==> src/logic/snd_pkg.sv <==
// Shared types and constants of the sound board glue, imported by the decoder, latch and mixer
package snd_pkg;

    // Bank byte written through the misc port, bits 5:0 of the CPU data
    typedef union packed {
        // 5797 and 5521/5704 boards
        struct packed {
            logic [1:0] spare;         // Bit 4 still feeds the 5797 swap
            logic [3:0] bits;          // Plain bank number
        } linear;
        // 5358 boards with one ROM socket select per bit
        struct packed {
            logic [3:0] socket;        // Socket select, highest set bit wins
            logic [1:0] lo;            // 16 KB page inside the socket
        } onehot;
    } snd_bank_u;

    // Memory map, compared against the top address bits

    // A15:A11 all ones
    localparam logic [4:0] RAM_BASE_HI = 5'b11111;    // F800-FFFF work RAM

    // A15:A12 range of the banked window
    localparam logic [3:0] BANK_LO = 4'h8;            // First nibble inside
    localparam logic [3:0] BANK_HI = 4'hE;            // First nibble outside

    localparam logic [4:0] MAPPER_MEM_HI = 5'b11101;  // E800 mapper alias

    // Banked pages sit above the fixed 32 KB
    localparam logic [18:0] BANK_OFFSET = 19'h10000;

    // I/O map on A7:A6
    localparam logic [1:0] PORT_FM     = 2'd0;        // FM synth
    localparam logic [1:0] PORT_MISC   = 2'd1;        // Control latch
    localparam logic [1:0] PORT_PCM    = 2'd2;        // ADPCM chip
    localparam logic [1:0] PORT_MAPPER = 2'd3;        // Mailbox

    // PCM gain per fxlevel, 4.4 fixed point
    // Index 0 is quarter gain, index 3 is double gain
    localparam logic [3:0][7:0] PCM_GAIN_TABLE = {
        8'h20,  // fxlevel 3
        8'h10,  // fxlevel 2
        8'h08,  // fxlevel 1
        8'h04   // fxlevel 0
    };

endpackage

==> src/logic/snd_addr_decode.sv <==
// Sound CPU bus decoder, raises memory and port selects and forms the banked ROM address
`timescale 1ns/1ps

module snd_addr_decode import snd_pkg::*; (
    input  logic [15:0] addr,        // CPU address bus
    input  logic        mreq_n,
    input  logic        iorq_n,
    input  logic        m1_n,        // Low during opcode fetch and int ack
    input  logic [7:0]  game_id,     // Board family lives in the top bits
    input  snd_bank_u   bank,        // From the control latch

    output logic        rom_cs,
    output logic        ram_cs,
    output logic        fm_cs,
    output logic        misc_cs,
    output logic        pcm_cs,
    output logic        mapper_cs,
    output logic [18:0] rom_addr
);

    logic bank_cs;      // Access inside 8000-DFFF
    logic io_cycle;     // Real port access, not an interrupt acknowledge

    // Socket select to ROM address bits 17:16
    function automatic logic [1:0] socket_msb(input logic [3:0] socket);
        logic [1:0] msb;
        msb = 2'd0;                 // Also covers an empty select
        if (socket[3]) begin
            msb = 2'd3;             // Top socket
        end else if (socket[2]) begin
            msb = 2'd2;
        end else if (socket[1]) begin
            msb = 2'd1;
        end
        return msb;
    endfunction

    // Memory selects
    always_comb begin
        ram_cs  = !mreq_n && (addr[15:11] == RAM_BASE_HI);
        bank_cs = !mreq_n && (addr[15:12] >= BANK_LO) && (addr[15:12] < BANK_HI);
        rom_cs  = (!mreq_n && !addr[15]) || bank_cs;  // Fixed half plus window
    end

    assign io_cycle = !iorq_n && m1_n;

    // Port selects and the mapper memory alias
    always_comb begin
        fm_cs     = 1'b0;
        misc_cs   = 1'b0;
        pcm_cs    = 1'b0;
        mapper_cs = 1'b0;
        if (io_cycle) begin
            case (addr[7:6])
                PORT_FM:     fm_cs     = 1'b1;
                PORT_MISC:   misc_cs   = 1'b1;
                PORT_PCM:    pcm_cs    = 1'b1;
                PORT_MAPPER: mapper_cs = 1'b1;
                default:     fm_cs     = 1'b0;
            endcase
        end else begin
            // Mailbox also answers at E800 in memory space
            mapper_cs = !mreq_n && (addr[15:11] == MAPPER_MEM_HI);
        end
    end

    // Banked ROM address
    always_comb begin
        rom_addr = {4'd0, addr[14:0]};             // Direct 32 KB view
        if (bank_cs) begin
            if (game_id[7:5] == 3'b001) begin
                // 5797 boards swap bank bits 3 and 4
                rom_addr[18:14] = {
                    bank.linear.bits[3],
                    bank.linear.spare[0],
                    bank.linear.bits[2:0]
                };
            end else if (game_id[7:3] == 5'b00011) begin
                // 5358 boards
                rom_addr[15:14] = bank.onehot.lo;
                rom_addr[17:16] = socket_msb(bank.onehot.socket);
            end else begin
                rom_addr[17:14] = bank.linear.bits;  // 5521 and 5704
            end
            rom_addr = rom_addr + BANK_OFFSET;       // Skip the fixed area
        end
    end

    // At most one chip select, memory and port cycles never overlap on the bus
    always_comb begin
        sel_onehot: assert final (
            $onehot0({rom_cs, ram_cs, fm_cs, misc_cs, pcm_cs, mapper_cs})
        ) else $error("More than one chip select active at %h", addr);
    end

endmodule

==> src/logic/snd_board_top.sv <==
// Sound board glue top level, wires the bus decoder, control registers and output mixer
`timescale 1ns/1ps

module snd_board_top import snd_pkg::*; #(
    parameter logic [7:0] FM_GAIN = 8'h10,
    parameter int         PCM_W   = 9
) (
    input  logic                    clk,
    input  logic                    rst,

    // CPU bus
    input  logic [15:0]             addr,
    input  logic                    mreq_n,
    input  logic                    iorq_n,
    input  logic                    m1_n,
    input  logic                    rd_n,
    input  logic                    wr_n,
    input  logic [7:0]              cpu_dout,
    output logic [7:0]              cpu_din,

    input  logic [7:0]              game_id,

    // Program ROM and work RAM
    output logic [18:0]             rom_addr,
    output logic                    rom_cs,
    input  logic [7:0]              rom_data,
    output logic                    ram_cs,
    input  logic [7:0]              ram_dout,

    // FM and PCM chips
    output logic                    fm_cs,
    input  logic [7:0]              fm_dout,
    output logic                    pcm_cs,
    input  logic                    pcm_busyn,
    output logic                    pcm_rst,
    output logic                    pcm_mdn,

    // Mapper mailbox
    output logic                    mapper_rd,
    output logic                    mapper_wr,
    output logic [7:0]              mapper_din,
    input  logic [7:0]              mapper_dout,

    // Audio
    input  logic signed [15:0]      fm_left,
    input  logic signed [15:0]      fm_right,
    input  logic signed [PCM_W-1:0] pcm_snd,
    input  logic [1:0]              fxlevel,
    input  logic                    enable_fm,
    input  logic                    enable_psg,
    output logic signed [15:0]      snd,
    output logic                    peak
);

    snd_bank_u bank;       // Latch back to the decoder
    logic      misc_cs;
    logic      mapper_cs;

    snd_addr_decode u_decode (
        .addr      (addr),
        .mreq_n    (mreq_n),
        .iorq_n    (iorq_n),
        .m1_n      (m1_n),
        .game_id   (game_id),
        .bank      (bank),
        .rom_cs    (rom_cs),
        .ram_cs    (ram_cs),
        .fm_cs     (fm_cs),
        .misc_cs   (misc_cs),
        .pcm_cs    (pcm_cs),
        .mapper_cs (mapper_cs),
        .rom_addr  (rom_addr)
    );

    snd_ctrl_regs u_regs (
        .clk         (clk),
        .rst         (rst),
        .fm_cs       (fm_cs),
        .misc_cs     (misc_cs),
        .pcm_cs      (pcm_cs),
        .mapper_cs   (mapper_cs),
        .rom_cs      (rom_cs),
        .ram_cs      (ram_cs),
        .rd_n        (rd_n),
        .wr_n        (wr_n),
        .cpu_dout    (cpu_dout),
        .rom_data    (rom_data),
        .ram_dout    (ram_dout),
        .fm_dout     (fm_dout),
        .mapper_dout (mapper_dout),
        .pcm_busyn   (pcm_busyn),
        .bank        (bank),
        .pcm_rst     (pcm_rst),
        .pcm_mdn     (pcm_mdn),
        .mapper_rd   (mapper_rd),
        .mapper_wr   (mapper_wr),
        .mapper_din  (mapper_din),
        .cpu_din     (cpu_din)
    );

    snd_mixer #(
        .FM_GAIN (FM_GAIN),
        .PCM_W   (PCM_W)
    ) u_mixer (
        .clk        (clk),
        .rst        (rst),
        .fm_left    (fm_left),
        .fm_right   (fm_right),
        .pcm_snd    (pcm_snd),
        .fxlevel    (fxlevel),
        .enable_fm  (enable_fm),
        .enable_psg (enable_psg),
        .snd        (snd),
        .peak       (peak)
    );

endmodule

==> src/logic/snd_ctrl_regs.sv <==
// Board control latch, mapper mailbox strobes and registered read-data path of the sound CPU
`timescale 1ns/1ps

module snd_ctrl_regs import snd_pkg::*; (
    input  logic       clk,
    input  logic       rst,

    // Selects from the decoder
    input  logic       fm_cs,
    input  logic       misc_cs,
    input  logic       pcm_cs,
    input  logic       mapper_cs,
    input  logic       rom_cs,
    input  logic       ram_cs,

    input  logic       rd_n,
    input  logic       wr_n,
    input  logic [7:0] cpu_dout,     // CPU write data

    // Read sources
    input  logic [7:0] rom_data,
    input  logic [7:0] ram_dout,
    input  logic [7:0] fm_dout,
    input  logic [7:0] mapper_dout,
    input  logic       pcm_busyn,    // Low while the PCM chip plays

    output snd_bank_u  bank,
    output logic       pcm_rst,
    output logic       pcm_mdn,      // 1 selects stand alone mode
    output logic       mapper_rd,
    output logic       mapper_wr,
    output logic [7:0] mapper_din,
    output logic [7:0] cpu_din
);

    logic misc_wr;

    assign misc_wr = misc_cs && !wr_n;

    // Mailbox strobes follow the CPU strobes directly
    assign mapper_rd  = mapper_cs && !rd_n;
    assign mapper_wr  = mapper_cs && !wr_n;
    assign mapper_din = cpu_dout;

    // Control latch
    always_ff @(posedge clk or posedge rst) begin
        if (rst) begin
            bank    <= '0;
            pcm_rst <= 1'b1;                         // PCM held in reset
            pcm_mdn <= 1'b1;
        end else if (misc_wr) begin
            bank    <= snd_bank_u'(cpu_dout[5:0]);
            pcm_rst <= ~cpu_dout[6];                 // Active low on the bus
            pcm_mdn <= ~cpu_dout[7];
        end
    end

    // Read data, fixed priority with open bus as FF
    always_ff @(posedge clk or posedge rst) begin
        if (rst) begin
            cpu_din <= 8'h00;
        end else if (rom_cs) begin
            cpu_din <= rom_data;
        end else if (ram_cs) begin
            cpu_din <= ram_dout;
        end else if (fm_cs) begin
            cpu_din <= fm_dout;
        end else if (pcm_cs) begin
            cpu_din <= {pcm_busyn, 7'h7F};          // Only the busy flag is real
        end else if (mapper_cs) begin
            cpu_din <= mapper_dout;
        end else begin
            cpu_din <= 8'hFF;
        end
    end

    // CPU never reads and writes the mailbox in one cycle
    mapper_rd_wr_excl: assert property (
        @(posedge clk) disable iff (rst) !(mapper_rd && mapper_wr)
    ) else $error("Mapper read and write strobes overlap");

endmodule

==> src/logic/snd_mixer.sv <==
// Output mixer of FM left, FM right and filtered PCM with 4.4 gains, clamp and peak flag
`timescale 1ns/1ps

module snd_mixer import snd_pkg::*; #(
    parameter logic [7:0] FM_GAIN = 8'h10,   // 1.0 in 4.4
    parameter int         PCM_W   = 9
) (
    input  logic                    clk,
    input  logic                    rst,

    input  logic signed [15:0]      fm_left,
    input  logic signed [15:0]      fm_right,
    input  logic signed [PCM_W-1:0] pcm_snd,   // After the pole filter
    input  logic        [1:0]       fxlevel,   // PCM volume step
    input  logic                    enable_fm,
    input  logic                    enable_psg,

    output logic signed [15:0]      snd,
    output logic                    peak       // Set on a clipped sample
);

    // 16 bit sample times 9 bit signed gain, plus headroom for three terms
    localparam int PROD_W = 25;
    localparam int ACC_W  = PROD_W + 2;

    localparam logic signed [ACC_W-1:0] SND_MAX = 32767;
    localparam logic signed [ACC_W-1:0] SND_MIN = -32768;

    logic signed [8:0]        fm_gain;     // Unsigned gain with a zero sign bit
    logic signed [8:0]        pcm_gain;
    logic signed [15:0]       pcm_ext;
    logic signed [PROD_W-1:0] prod_left;
    logic signed [PROD_W-1:0] prod_right;
    logic signed [PROD_W-1:0] prod_pcm;
    logic signed [ACC_W-1:0]  sum;
    logic signed [ACC_W-1:0]  scaled;
    logic signed [15:0]       clamped;
    logic                     clip;

    // Gain selection
    always_comb begin
        fm_gain  = enable_fm  ? $signed({1'b0, FM_GAIN}) : 9'sd0;
        pcm_gain = enable_psg ? $signed({1'b0, PCM_GAIN_TABLE[fxlevel]}) : 9'sd0;
    end

    assign pcm_ext = pcm_snd;              // Sign extends to 16 bits

    // Weighted sum in 4.4, back to integer by the shift
    always_comb begin
        prod_left  = fm_left  * fm_gain;
        prod_right = fm_right * fm_gain;
        prod_pcm   = pcm_ext  * pcm_gain;
        sum        = prod_left + prod_right + prod_pcm;
        scaled     = sum >>> 4;
    end

    // Saturation to the 16 bit range
    always_comb begin
        clip    = 1'b0;
        clamped = scaled[15:0];
        if (scaled > SND_MAX) begin
            clamped = 16'sh7FFF;
            clip    = 1'b1;
        end else if (scaled < SND_MIN) begin
            clamped = 16'sh8000;
            clip    = 1'b1;
        end
    end

    // One cycle output register
    always_ff @(posedge clk or posedge rst) begin
        if (rst) begin
            snd  <= 16'sd0;
            peak <= 1'b0;
        end else begin
            snd  <= clamped;
            peak <= clip;
        end
    end

    // A flagged sample sits on a rail, and muted channels can never clip
    peak_at_rail: assert property (
        @(posedge clk) disable iff (rst)
            peak |-> (snd == 16'sh7FFF || snd == 16'sh8000) && $past(enable_fm || enable_psg)
    ) else $error("Peak raised with snd = %0d", snd);

endmodule

==> config.mk <==
export PLATFORM = sky130hd
export DESIGN_NAME = snd_board_top
export DESIGN_NICKNAME = d
export VERILOG_FILES = /design/src/logic/snd_pkg.sv /design/src/logic/snd_addr_decode.sv /design/src/logic/snd_board_top.sv /design/src/logic/snd_ctrl_regs.sv /design/src/logic/snd_mixer.sv
export SDC_FILE = /design/constraint.sdc
export NUM_CORES = 1
export LEC_CHECK = 0
export BUFFER_PORTS_ARGS = -buffer_cell sky130_fd_sc_hd__buf_4
export CAP_MARGIN = 30
export CORE_MARGIN = 1.5
export CORE_UTILIZATION = 55
export CTS_BUF_LIST = sky130_fd_sc_hd__clkbuf_8
export CTS_CLUSTER_SIZE = 25
export DETAILED_ROUTE_END_ITERATION = 16
export GPL_TIMING_DRIVEN = 0
export PLACE_DENSITY = 0.82
export SETUP_SLACK_MARGIN = 0.02
export SYNTH_ARGS = -nofsm -noshare
export SYNTH_HDL_FRONTEND = slang
export SYNTH_SLANG_ARGS = --single-unit
==> constraint.sdc <==
create_clock -name clk -period 2.93 [get_ports clk]
set_clock_uncertainty 0.2 [all_clocks]
set_input_delay 0.586 -clock clk [delete_from_list [all_inputs] [get_ports clk]]
set_output_delay 0.586 -clock clk [all_outputs]
set_load 0.01 [all_outputs]
======== Word-level counts from Yosys, hierarchy flattened ========
Index checks and enable logic that the tools add are counted.
word-level totals
  input bits .............................. 117
  output and inout bits ................... 60
  memory bits (read-only) ................. 0
  memories ................................ 0
  memory bits (writable) .................. 0
  latch bits .............................. 0
  word-level logic and storage cells ...... 72
  register bits ........................... 33
operators by class
  bitwise gates (word level) .............. 2
  eq/ne operators ......................... 7
  reduce and logical (&&, ||, !) cells .... 16
  div/mod/pow operators ................... 0
  mux-type cells .......................... 30
  order comparisons ....................... 5
  multiply operators ...................... 3
  shift-type cells ........................ 0
  add/subtract/negate cells ............... 3
operators by type and width
  operator                                                                 count
  8-bit two-way mux                                                        7
  16-bit by 6-bit multiplier with 22-bit output                            2
  16-bit two-way mux                                                       2
  26-bit by 18-bit adder with 27-bit output                                1
  22-bit by 22-bit adder with 23-bit output                                1
  23-bit by 16-bit > comparator with 1-bit output (second input constant)  1
  23-bit by 16-bit < comparator with 1-bit output (second input constant)  1
  19-bit by 17-bit adder with 19-bit output (second input constant)        1
  19-bit two-way mux                                                       1
  9-bit by 9-bit multiplier with 18-bit output                             1
  8-bit binary-select mux with 2-bit select                                1
  1-bit two-way mux                                                        13
  4-bit two-way mux                                                        3
  5-bit equality test (second input constant)                              2
  1-bit logical AND                                                        9
  5-bit by 2-bit equality test with 1-bit output (second input constant)   1
  1-bit zero test                                                          5
  5-bit two-way mux                                                        1
  2-bit equality test (second input constant)                              2
  4-bit >= comparator (second input constant)                              1
  4-bit < comparator (second input constant)                               1
  2-bit two-way mux                                                        2
  3-bit by 1-bit equality test with 1-bit output (second input constant)   1
  2-bit by 3-bit < comparator with 1-bit output (second input constant)    1
  4 further kinds                                                          5

======== Depth between registers and ports, before layout ========
Gate-level depths: netlist (run 1).
  depth after elaboration ................. 8
  gate-level depth with buffers ........... 28
  mapped depth without buffers ............ 25

======== By module ========
From an unflattened synthesis (run 1), not the netlist that was laid out.
second synthesis, totals
  cell total of the unflattened synthesis .. 562
  area, all modules ....................... 5235.0 um^2
by module, submodules not included
  module           cells an instance  area each (um^2)  instances
  snd_mixer        406                3967.6            1
  snd_ctrl_regs    106                919.6             1
  snd_addr_decode  50                 347.8             1

======== Least setup slack after synthesis (run 1) ========
OpenSTA, ideal clock, no wires.
  path kind ............................... input to register
  start point ............................. input enable_fm
  end point ............................... register u_mixer.snd[8]
  slack ................................... -3.460 ns
  path buffers ............................ 3
  data arrival time ....................... 6.116 ns
  stages on the path ...................... 28
  cell sequence ........................... clkbuf_1 > and2_1 > ha_1 > ha_1 > ha_1 > ha_1 > fa_1 > a21o_1 > a21oi_1 > o21ai_0 > a31oi_1 > o211ai_1 > a31o_2 > a21oi_1 > xor2_1 > fa_1 > inv_1 > ha_1 > clkbuf_1 > and2_1 > o21ai_0 > a21oi_1 > a31oi_1 > a211o_1 > a2111oi_4 > a21oi_2 > buf_6 > o21ai_2
between the ends
  longest elaborated chain between the ends .. 7
RTL lines
  item                                                                     RTL line                          source
  start: declaration                                                       snd_board_top.sv:49               input logic enable_fm,
  5-bit two-way mux (*)                                                    snd_mixer.sv:42                   fm_gain = enable_fm ? $signed({1'b0, FM_GAIN}) : 9'sd0;
  16-bit by 6-bit multiplier with 22-bit output, on equally long branches  snd_mixer.sv:50, snd_mixer.sv:51
  22-bit by 22-bit adder with 23-bit output (*)                            snd_mixer.sv:53                   sum = prod_left + prod_right + prod_pcm;
  26-bit by 18-bit adder with 27-bit output (*)                            snd_mixer.sv:53
  23-bit by 16-bit < comparator with 1-bit output                          snd_mixer.sv:64                   end else if (scaled < SND_MIN) begin
  16-bit two-way mux                                                       snd_mixer.sv:64
  16-bit two-way mux (*)                                                   snd_mixer.sv:61                   if (scaled > SND_MAX) begin
  named net u_mixer.clamped[8]                                             snd_mixer.sv:37                   logic signed [15:0] clamped;
  end signal: assignment                                                   snd_mixer.sv:76                   snd <= clamped;
  end: declaration                                                         snd_mixer.sv:18                   output logic signed [15:0] snd,
Mark *: on every way through the listed nets, which the timed path passes. The rest lies on a longest branch.
A chain may end at the register's enable or synchronous reset.

======== Worst setup path in the final report (run 1) ========
  start point ............................. input enable_fm
  end point ............................... register u_mixer.snd[12]
Same word-level chain as after synthesis.

==> results.md, run 1 <==
- The run finished, with violations left.
- The final reports fail on negative setup slack.
- The number of nets with antenna violations after routing is 0.
- The clock buffer count from CTS is 5.
- The final number of hold-violating endpoints is 0.
- Global routing consumed, on the met2 layer, 53.8% of the routing resources.
- The total vias in the final route is 5673.
- The reg-to-reg setup timing slack is 1940 ps.
- The final layout contains 1137 nets.
- The global-route wire length before repair is 24900 um.
- In this run, the number of DRC markers left after iteration 0 of detailed routing was 330.
- The remaining global-route overflow is 0.
- Global routing consumed, over all layers together, 27.3% of the routing resources.
- The number of standard-cell rows in the floorplan is 37.
- The via count of the first global-routing pass was 5562.
- Across the VDD grid, the largest voltage drop is 219 uV.
- At the pin with the least slew margin, the transition time is 885 ps.
- Clock-pin slew was measured on the worst setup and hold paths at 60 ps.
- The worst reg2reg path startpoint is u_regs.bank[3].
- 0 antenna diodes ended up in the layout.
- The share of flip-flops with an asynchronous set or reset is 100%.
- After technology mapping, the gate count stands at 672.
- Along the worst path, the maximum fanout reaches 7.
- The flip-flop cell with the highest count after synthesis is dfrtp_1.
- The logic depth of the worst register-to-register path is 1.
- The initial antenna violation count came to 0.
- The setup slack after layout is -3140 ps.
- The total clock sinks is 33.
- Across all hold checks on the routed design, the worst slack comes to 85.6 ps.
- The number of pins with negative max-slew slack in the final report is 0.
- For this configuration, the core starts out at a cell density of 56.2%.
- The max-capacitance violation count is 0.
- The number of inserted filler cells in the final layout is 641.
- The root buffer cell chosen for the clock tree is clkbuf_8.
- The number of unique standard cell types used by synthesis is 59.
- The number of failing setup endpoints in the final timing report is 17.
- The die area is 11100 um2.
- Static timing analysis puts the maximum clock frequency at 165 MHz.
- The later pin in the worst-skew pair is clocked with a latency of 280 ps.
- The number of primary I/O pins is 177.
- The routed design could run at a clock period as short as 6070 ps.
- The synthesized design contains 0 enable-type register cells.
- The power density of the placed cells is 383 nW/um2.
- STA puts the critical path data arrival time at 6060 ps.
- The congestion estimate from routability-driven global placement came to 0.881.
- The endpoint of the worst register-to-register path is u_regs.bank[3].
- The net count after synthesis is 931.
- The number of warning messages in the yosys log is 0.
- The most heavily used metal layer in global routing is met2.
- Dividing the detail-routed via count by the number of cells gives 5.59.
- The core area is 10300 um2.
- Port buffering added 164 buffers.
- The placed cell area is 7590 um2.
- The worst setup path is launched from an input port.
- The number of register bits inferred by synthesis is 33.
- The required time of the critical path is 2930 ps.
- The clock tree from TritonCTS is done.
- The share of the Yosys chip area taken by registers is 14.3%.
- The synthesized area per cell is 8.60 um2.
- The half-perimeter wire length of the detailed placement result is 12600 um.
- The worst hold path belongs to the class input port to asynchronous set/reset pin.
- The chip height is 106 um.
- The met1 track demand over resource is 29.9%.
- Entering global routing, the biggest net connects 27 pins.
- The startpoint of the worst setup timing path is enable_fm.
- Setup repair after global routing could not meet its margin everywhere.
- The number of iterations in the first detailed-routing pass is 7.
- The final worst-path cycle share is 207%.
- The worst slew margin relative to its limit is 41.0%.
- The critical setup path kind is input port to register.
- The routed wire length per instance is 16.3 um.
- In this run the cell area of the synthesized design comes to 5780 um2.
- Wires add up to 16600 um.
- The finished cells cover 8390 um2.
- The analysis attributes to cell leakage a power of 4.27 nW.
- The synthesis-to-finish area growth is 45.2%.
- Cells with a size suffix above 1 make up 41.5% of the layout.
- For this run, global-route usage on met3 was measured as 3.77%.
- The category of the worst setup path capture point is a register.
- In this run the deepest clock path goes through 2 buffers.
- The residual DRC count is 0.
- The H-tree was split into 2 levels.
- The horizontal extent of the die is 106 um.
-- power breakdown --
group / internal, W / leakage [nW] / total, W / switching [W]
clock: 0.000158 / 0.0519 / 0.000306 / 0.000148
combinational: 0.00109 / 3.85 / 0.00226 / 0.00117
sequential: 0.000592 / 0.366 / 0.000642 / 0.0000500
total: 0.00184 / 4.27 / 0.00321 / 0.00137
-- through the flow --
step                      instances  setup WS [ps]  power (W)  setup TNS, ps  util (%)
after detailed placement        973          -3700    0.00253         -61090      73.8
after global routing           1015          -3310    0.00342         -55130      81.7
after floorplan                 672          -2860    0.00190         -47160         -
final                          1015          -3140    0.00321         -52250      81.7
after CTS                      1004          -3130    0.00300         -51910      78.1
after global placement          972          -3540    0.00246         -58640      73.6
-- critical path, cell delays in order --
cell and delay (ps):
buf_8 110, buf_8 120, and2_4 160, ha_4 150, ha_4 220, ha_4 170
ha_4 230, a211o_1 350, a211oi_4 300, o31ai_4 120, nor4_2 270, nor3_2 100
a211o_1 340, o31ai_2 250, xnor2_1 130, fa_1 560, inv_2 60, ha_4 280
and2_4 160, o21ai_2 50, a21oi_1 150, a31oi_1 70, a211o_1 300, a2111oi_4 400
a21oi_4 120, buf_6 160, o21ai_4 130
-- Yosys cell counts, drive strengths merged, types with 6 or more instances --
library cell | instances | area, um2
inv | 78 | 293
o221ai | 8 | 70.1
mux2 | 8 | 90.1
a21oi | 36 | 191
clkbuf | 13 | 48.8
buf | 25 | 186
ha | 103 | 1290
nand2 | 54 | 203
and2 | 51 | 319
xnor2 | 13 | 114
a211o | 6 | 52.6
dfrtp | 31 | 776
and3 | 13 | 81.3
o21ai | 28 | 159
o31ai | 6 | 45.0
nand2b | 7 | 43.8
nand3 | 20 | 113
a31oi | 11 | 68.8
nor3 | 8 | 45.0
fa | 39 | 781
nor2 | 39 | 146
a21o | 10 | 76.3
xor2 | 17 | 149
-- final cells by class --
class | instances | area [um2] | share of cell area (%)
Timing Repair Buffer | 200 | 1540 | 18.4
Clock buffer | 5 | 68.8 | 0.820
Buffer | 37 | 315 | 3.76
Tap cell | 136 | 170 | 2.03
Inverter | 79 | 297 | 3.53
Multi-Input combinational cell | 522 | 5160 | 61.5
Clock inverter | 3 | 11.3 | 0.134
Sequential cell | 33 | 828 | 9.87
-- logic make-up after synthesis --
| logic type | Yosys count | synth area share, % |
|---|---|---|
| and+or+nand+nor | 208 | 18.5 |
| adders and majority gates | 142 | 35.8 |
| AOI/OAI and AO/OA | 133 | 16.0 |
| buffers and inverters | 117 | 9.20 |
| DFF | 33 | 14.3 |
| xor gates and xnor gates | 30 | 4.55 |
| muxes | 8 | 1.56 |
| other | 1 | 0.0649 |
-- flip-flops by register name (all words and copies together), names as in the netlist --
signal	cells
u_mixer.snd	16
u_mixer.peak	1
u_regs.pcm_mdn	1
u_regs.bank	6
u_regs.cpu_din	8
u_regs.pcm_rst	1
-- metal layers --
layer  wire length (um)  vias to the layer above  share of wire, %
met2               9000                      234                54
met5                  0                        -                 0
met3                915                       39               5.5
met4                433                        0               2.6
li1                   -                     2696                 -
met1               6220                     2704                38
-- how the worst max path moves through the flow --
stage / to / slack, ps / cells past startpoint
detailed placement: u_mixer.snd[9] / -3700 / 25
global route: u_mixer.snd[9] / -3310 / 27
floorplan: u_mixer.snd[8] / -2860 / 26
CTS: u_mixer.snd[12] / -3130 / 26
global placement: u_mixer.snd[14] / -3540 / 25
finish: u_mixer.snd[12] / -3140 / 27
-- layout by cell type (no fill, tap or decap), types with 4 or more instances in the layout --
master    netlist  routed
buf_4          22     216
inv_1          78      79
ha_1          103      72
nand2_1        54      52
and2_1         51      45
fa_1           39      37
nor2_1         39      35
dfrtp_1        31      31
ha_4            0      28
a21oi_1        33      18
xor2_1         17      17
a21oi_2         3      17
nand3_1        19      14
o21ai_0        21      12
xnor2_1        13      11
and3_1         13      10
o21ai_2         5      10
a31oi_1        11      10
a21o_1          9       9
clkbuf_8        0       9
mux2_2          8       7
o221ai_1        8       7
nand2b_1        7       6
and2_4          0       6
a211o_1         6       6
buf_6           1       6
nor3_1          7       5
nand3_2         0       5
nor3b_1         5       5
clkbuf_1       13       4
buf_8           0       4
o31ai_1         6       4
-- what timing repair did --
item	in CTS	in global routing
setup endpoints to repair	17	19
pin swaps	36	49
resized for setup	35	57
gates cloned	2	0
setup buffers	22	12
hold buffers	0	0
Power figures use the tool's default switching activity.
==> run 2: changes to the inputs <==
CORE_UTILIZATION = 53   (was 55)
PLACE_DENSITY = 0.81   (was 0.82)
SETUP_SLACK_MARGIN = 0.05   (was 0.02)
SYNTH_HIERARCHICAL = 1   (was default)
==> run 2 against run 1 <==
Against the previous run: the run still ends with negative setup slack left; power shrank 4.6%; hold slack better by 99 ps; core utilization is 2.6 points lower; sequential cell count is the same; final cell count decreased by 12%; critical path type unchanged; highest routed layer unchanged.
==> results.md, run 2 <==
- The most numerous cell type found on the critical path is ha_4.
- In the final timing run, aggregate negative setup slack is -54960 ps.
- The number of pins with negative max-slew slack in the final report is 0.
- In this run the horizontal extent of the chip is 102 um.
- The clock-pin slew on the worst setup and hold paths is 70 ps.
- Entering global routing, the biggest net connects 18 pins.
- Walking the worst path, the cells encountered are buf_6 -> and3b_2 -> and2_4 -> fa_1 -> inv_1 -> fa_1 -> inv_2 -> ha_4 -> ha_4 -> fa_2 -> fa_2 -> ha_4 -> ha_1 -> a21oi_1 -> o21ai_0 -> nor2_1 -> o21ai_1 -> xor2_1 -> buf_4 -> or4b_1 -> o31a_1.
- Of the total power, the clock network draws 10.8%.
- Sorting the synthesized cells by area gives the leading types as ha_1 20%, fa_1 19%, dfrtp_1 15%.
- The fraction of power consumed by sequential logic is 20.7%.
- In this run the worst path has a maximum fanout of 7.
- The post-cts hold buffer count is 0.
- The slew at the pin closest to its max-slew limit is 963 ps.
- The net total in the final layout is 1013.
- The category of the worst setup path capture point is a register.
- The detailed router finished its first iteration with 206 violations.
- In this run the deepest clock path goes through 2 buffers.
- In the layout the commonest cells are 211 x buf_4, 61 x nand2_1, 52 x and2_1.
- The final non-filler cell area is 7660 um2.
- The met3 wire length is 879 um.
- The share of synthesized area occupied by flip-flops and latches is 15.8%.
- The remaining global-route overflow is 0.
- The synthesized area per cell is 9.31 um2.
- Among all stages on the critical path, the largest delay is contributed by fa_1.
- The most common cell in the synthesized netlist is ha_1.
- The chip height is 102 um.
- After filler insertion, the fill cell instance count of the layout stands at 636.
- The number of failing setup endpoints in the final timing report is 17.
- The routed layout has 4898 vias.
- The worst-case IR drop observed on VDD is 237 uV.
- The global-route wire length before repair is 21500 um.
- The total chip power is 0.00306 W.
- TritonCTS created 5 clock buffers.
- The via count of the first global-routing pass is 4818.
- The logic depth of the worst register-to-register path is 2.
- Global routing used 26.1% of the available tracks across all layers.
- Once routing completed, OpenROAD measured the worst setup slack at -3320 ps.
- The number of iterations in the first detailed-routing pass is 5.
- The initial core utilization is 54.1%.
- The run finished, with violations left.
- The residual DRC count is 0.
- The post-route netlist has 43.5% of its cells at a drive strength greater than 1.
- The share of total power dissipated in combinational logic is 68.5%.
- Relative to the synthesized area, the layout overhead comes to 46.3%.
- The worst path in the final design needs a cycle of 6250 ps, including I/O delays and setup.
- The launching element type of the critical path is an input port.
- In this run the power spent charging and discharging nets is 0.00128 W.
- In this run the clock root is driven by a clkbuf_8.
- Max-cap violations in this run came to 0.
- The class of the most critical hold timing path is input port to asynchronous set/reset pin.
- The number of standard-cell rows in the floorplan is 36.
- The pre-CTS worst setup slack is -3840 ps.
- The number of nets handed over by synthesis was 812.
- u_mixer/snd holds more flip-flops than any other register.
- The post-synthesis cell area is 5240 um2.
- Net switching is 41.9% of the power.
- The number of unique standard cell types used by synthesis is 64.
- The flip-flop count of the largest register, all copies and words added is 16.
- The initial antenna violation count is 0.
- The number of primary I/O pins is 177.
- In this run the power density over the cells is 400 nW/um2.
- The repair_antennas step left the layout with diodes totalling 0.
- The flip-flop cell with the highest count after synthesis is dfrtp_1.
- The proportion of netlist area held by the largest area contributor is 19.8%.
- The leading cell type in the layout, fill and taps excluded is buf_4.
- Cell internal power was estimated by the tool at 0.00178 W.
- The number of warning messages in the yosys log is 6.
- The clock net in this run drives a total of 33 sinks.
- In the final routed layout, each cell accounts on average for 16.5 um.
- The final reports fail on negative setup slack.
- Synthesis inferred 33 register bits.
- The critical path is of the input port to register type.
- The placed cell area is 6910 um2.
- The setup check on the worst reg-to-reg path leaves a slack of 1970 ps.
- The synthesized netlist cell count is 562.
- The highest layer touched by signal routing is met4.
- The clock latency on the worst-skew pair is 270 ps.
- The timing-limited maximum frequency is 160 MHz.
- The largest registers in the layout are u_mixer/snd (16), u_regs/cpu_din (8), u_regs/bank (6).
- The total detailed-routing wirelength is 14800 um.
- The die covers 10500 um2.
- The share of flip-flops with an asynchronous set or reset is 100%.
- The final number of hold-violating endpoints is 0.
- The largest total area in the synthesized netlist belongs to ha_1.
- The largest single stage delay on the critical path is 580 ps.
- Data arrives at the worst endpoint at 6220 ps.
- After layout, the worst path uses 213% of the clock period.
- Detailed placement ended at an HPWL of 11100 um.
- The worst pin sits at a relative slew slack of 35.3%.
- The met2 wire length is 8100 um.
- The core area is 9680 um2.
- Routability-driven placement finished with a final weighted congestion of 0.905.
- In this run, synthesis inferred 0 flip-flops with an integrated enable.
- The detailed router put a total of 5300 um of wire on met1.
- The number of nets with antenna violations after routing is 0.
- TritonCTS built the clock tree.
- The required time of the critical path is 2900 ps.
- The count of input and output buffers is 164.
- In the synthesized netlist, the cells that appear most often are 83 x ha_1, 62 x nand2_1, 59 x and2_1.
- The detail-routed via count per cell is 5.46.
- Setup repair after global routing could not meet its margin everywhere.
- The H-tree was split into 2 levels.
- The static leakage is 3.70 nW.
run 2: worst paths after layout:
check / start / end
max: enable_psg / u_mixer/peak
min: rst / u_mixer/snd[12]
max reg2reg: u_regs/pcm_mdn / u_regs/pcm_mdn
min reg2reg: u_regs/bank[1] / u_regs/bank[1]
max in group asynchronous: rst / u_regs/cpu_din[6]
min in group clk: u_regs/bank[1] / u_regs/bank[1]
run 2: kinds of logic (layout without fill, tap and decap cells):
| kind of cell | after synthesis | in the layout | share of synthesized area [%] |
|---|---|---|---|
| other | 1 | 1 | 0.0716 |
| XOR/XNOR | 11 | 11 | 1.98 |
| adder cells (fa/ha/maj) | 133 | 133 | 39.0 |
| flip-flops | 33 | 33 | 15.8 |
| AO/OA/AOI/OAI | 93 | 93 | 13.0 |
| AND/OR/NAND/NOR | 198 | 198 | 21.0 |
| buffers and inverters | 91 | 293 | 8.80 |
| multiplexers | 2 | 2 | 0.382 |
run 2: repair_timing:
| action | in CTS | in global routing |
|---|---|---|
| gates cloned | 2 | 0 |
| pin swaps | 52 | 51 |
| resized for setup | 42 | 33 |
| endpoints found under the setup margin | 17 | 19 |
| buffers inserted | 21 | 8 |
run 2: layer usage:
layer | track usage, % | vias to the layer above
li1 | - | 2298
met1 | 28.6 | 2334
met2 | 51.2 | 217
met3 | 2.26 | 49
met4 | 10.5 | 0
met5 | 0 | -
run 2: critical path, delay by kind of cell:
family | cells | cell delay, ps
fa+ha+maj | 8 | 3130
simple gates | 4 | 1240
compound gates | 4 | 680
buf+inv | 4 | 370
xor+xnor | 1 | 200
run 2: per-stage QoR:
step	std cells	utilization (%)	hold slack, ps
CTS	889	76.8	195
global route	897	79.1	224
floorplan	562	-	237
finish	897	79.1	184
global placement	859	71.4	259
detailed placement	859	71.4	257
run 2: area by class of cell:
cell class	count	area (um2)	share of cell area [%]
clock buffer	5	68.8	0.899
clock inverter	3	22.5	0.294
timing repair buffer	195	1510	19.7
sequential	33	828	10.8
tap	133	166	2.17
inverter	51	191	2.50
buffer	39	290	3.79
multi-input combinational	438	4580	59.9
run 2: power groups by stage:
stage / logic, W / clock network (W) / registers [W]
2_1_floorplan: 0.00105 / 0 / 0.000698
5_1_grt: 0.00226 / 0.000363 / 0.000646
3_5_place_dp: 0.00170 / 0 / 0.000645
6_report: 0.00210 / 0.000330 / 0.000635
4_1_cts: 0.00193 / 0.000341 / 0.000637
3_3_place_gp: 0.00164 / 0 / 0.000643
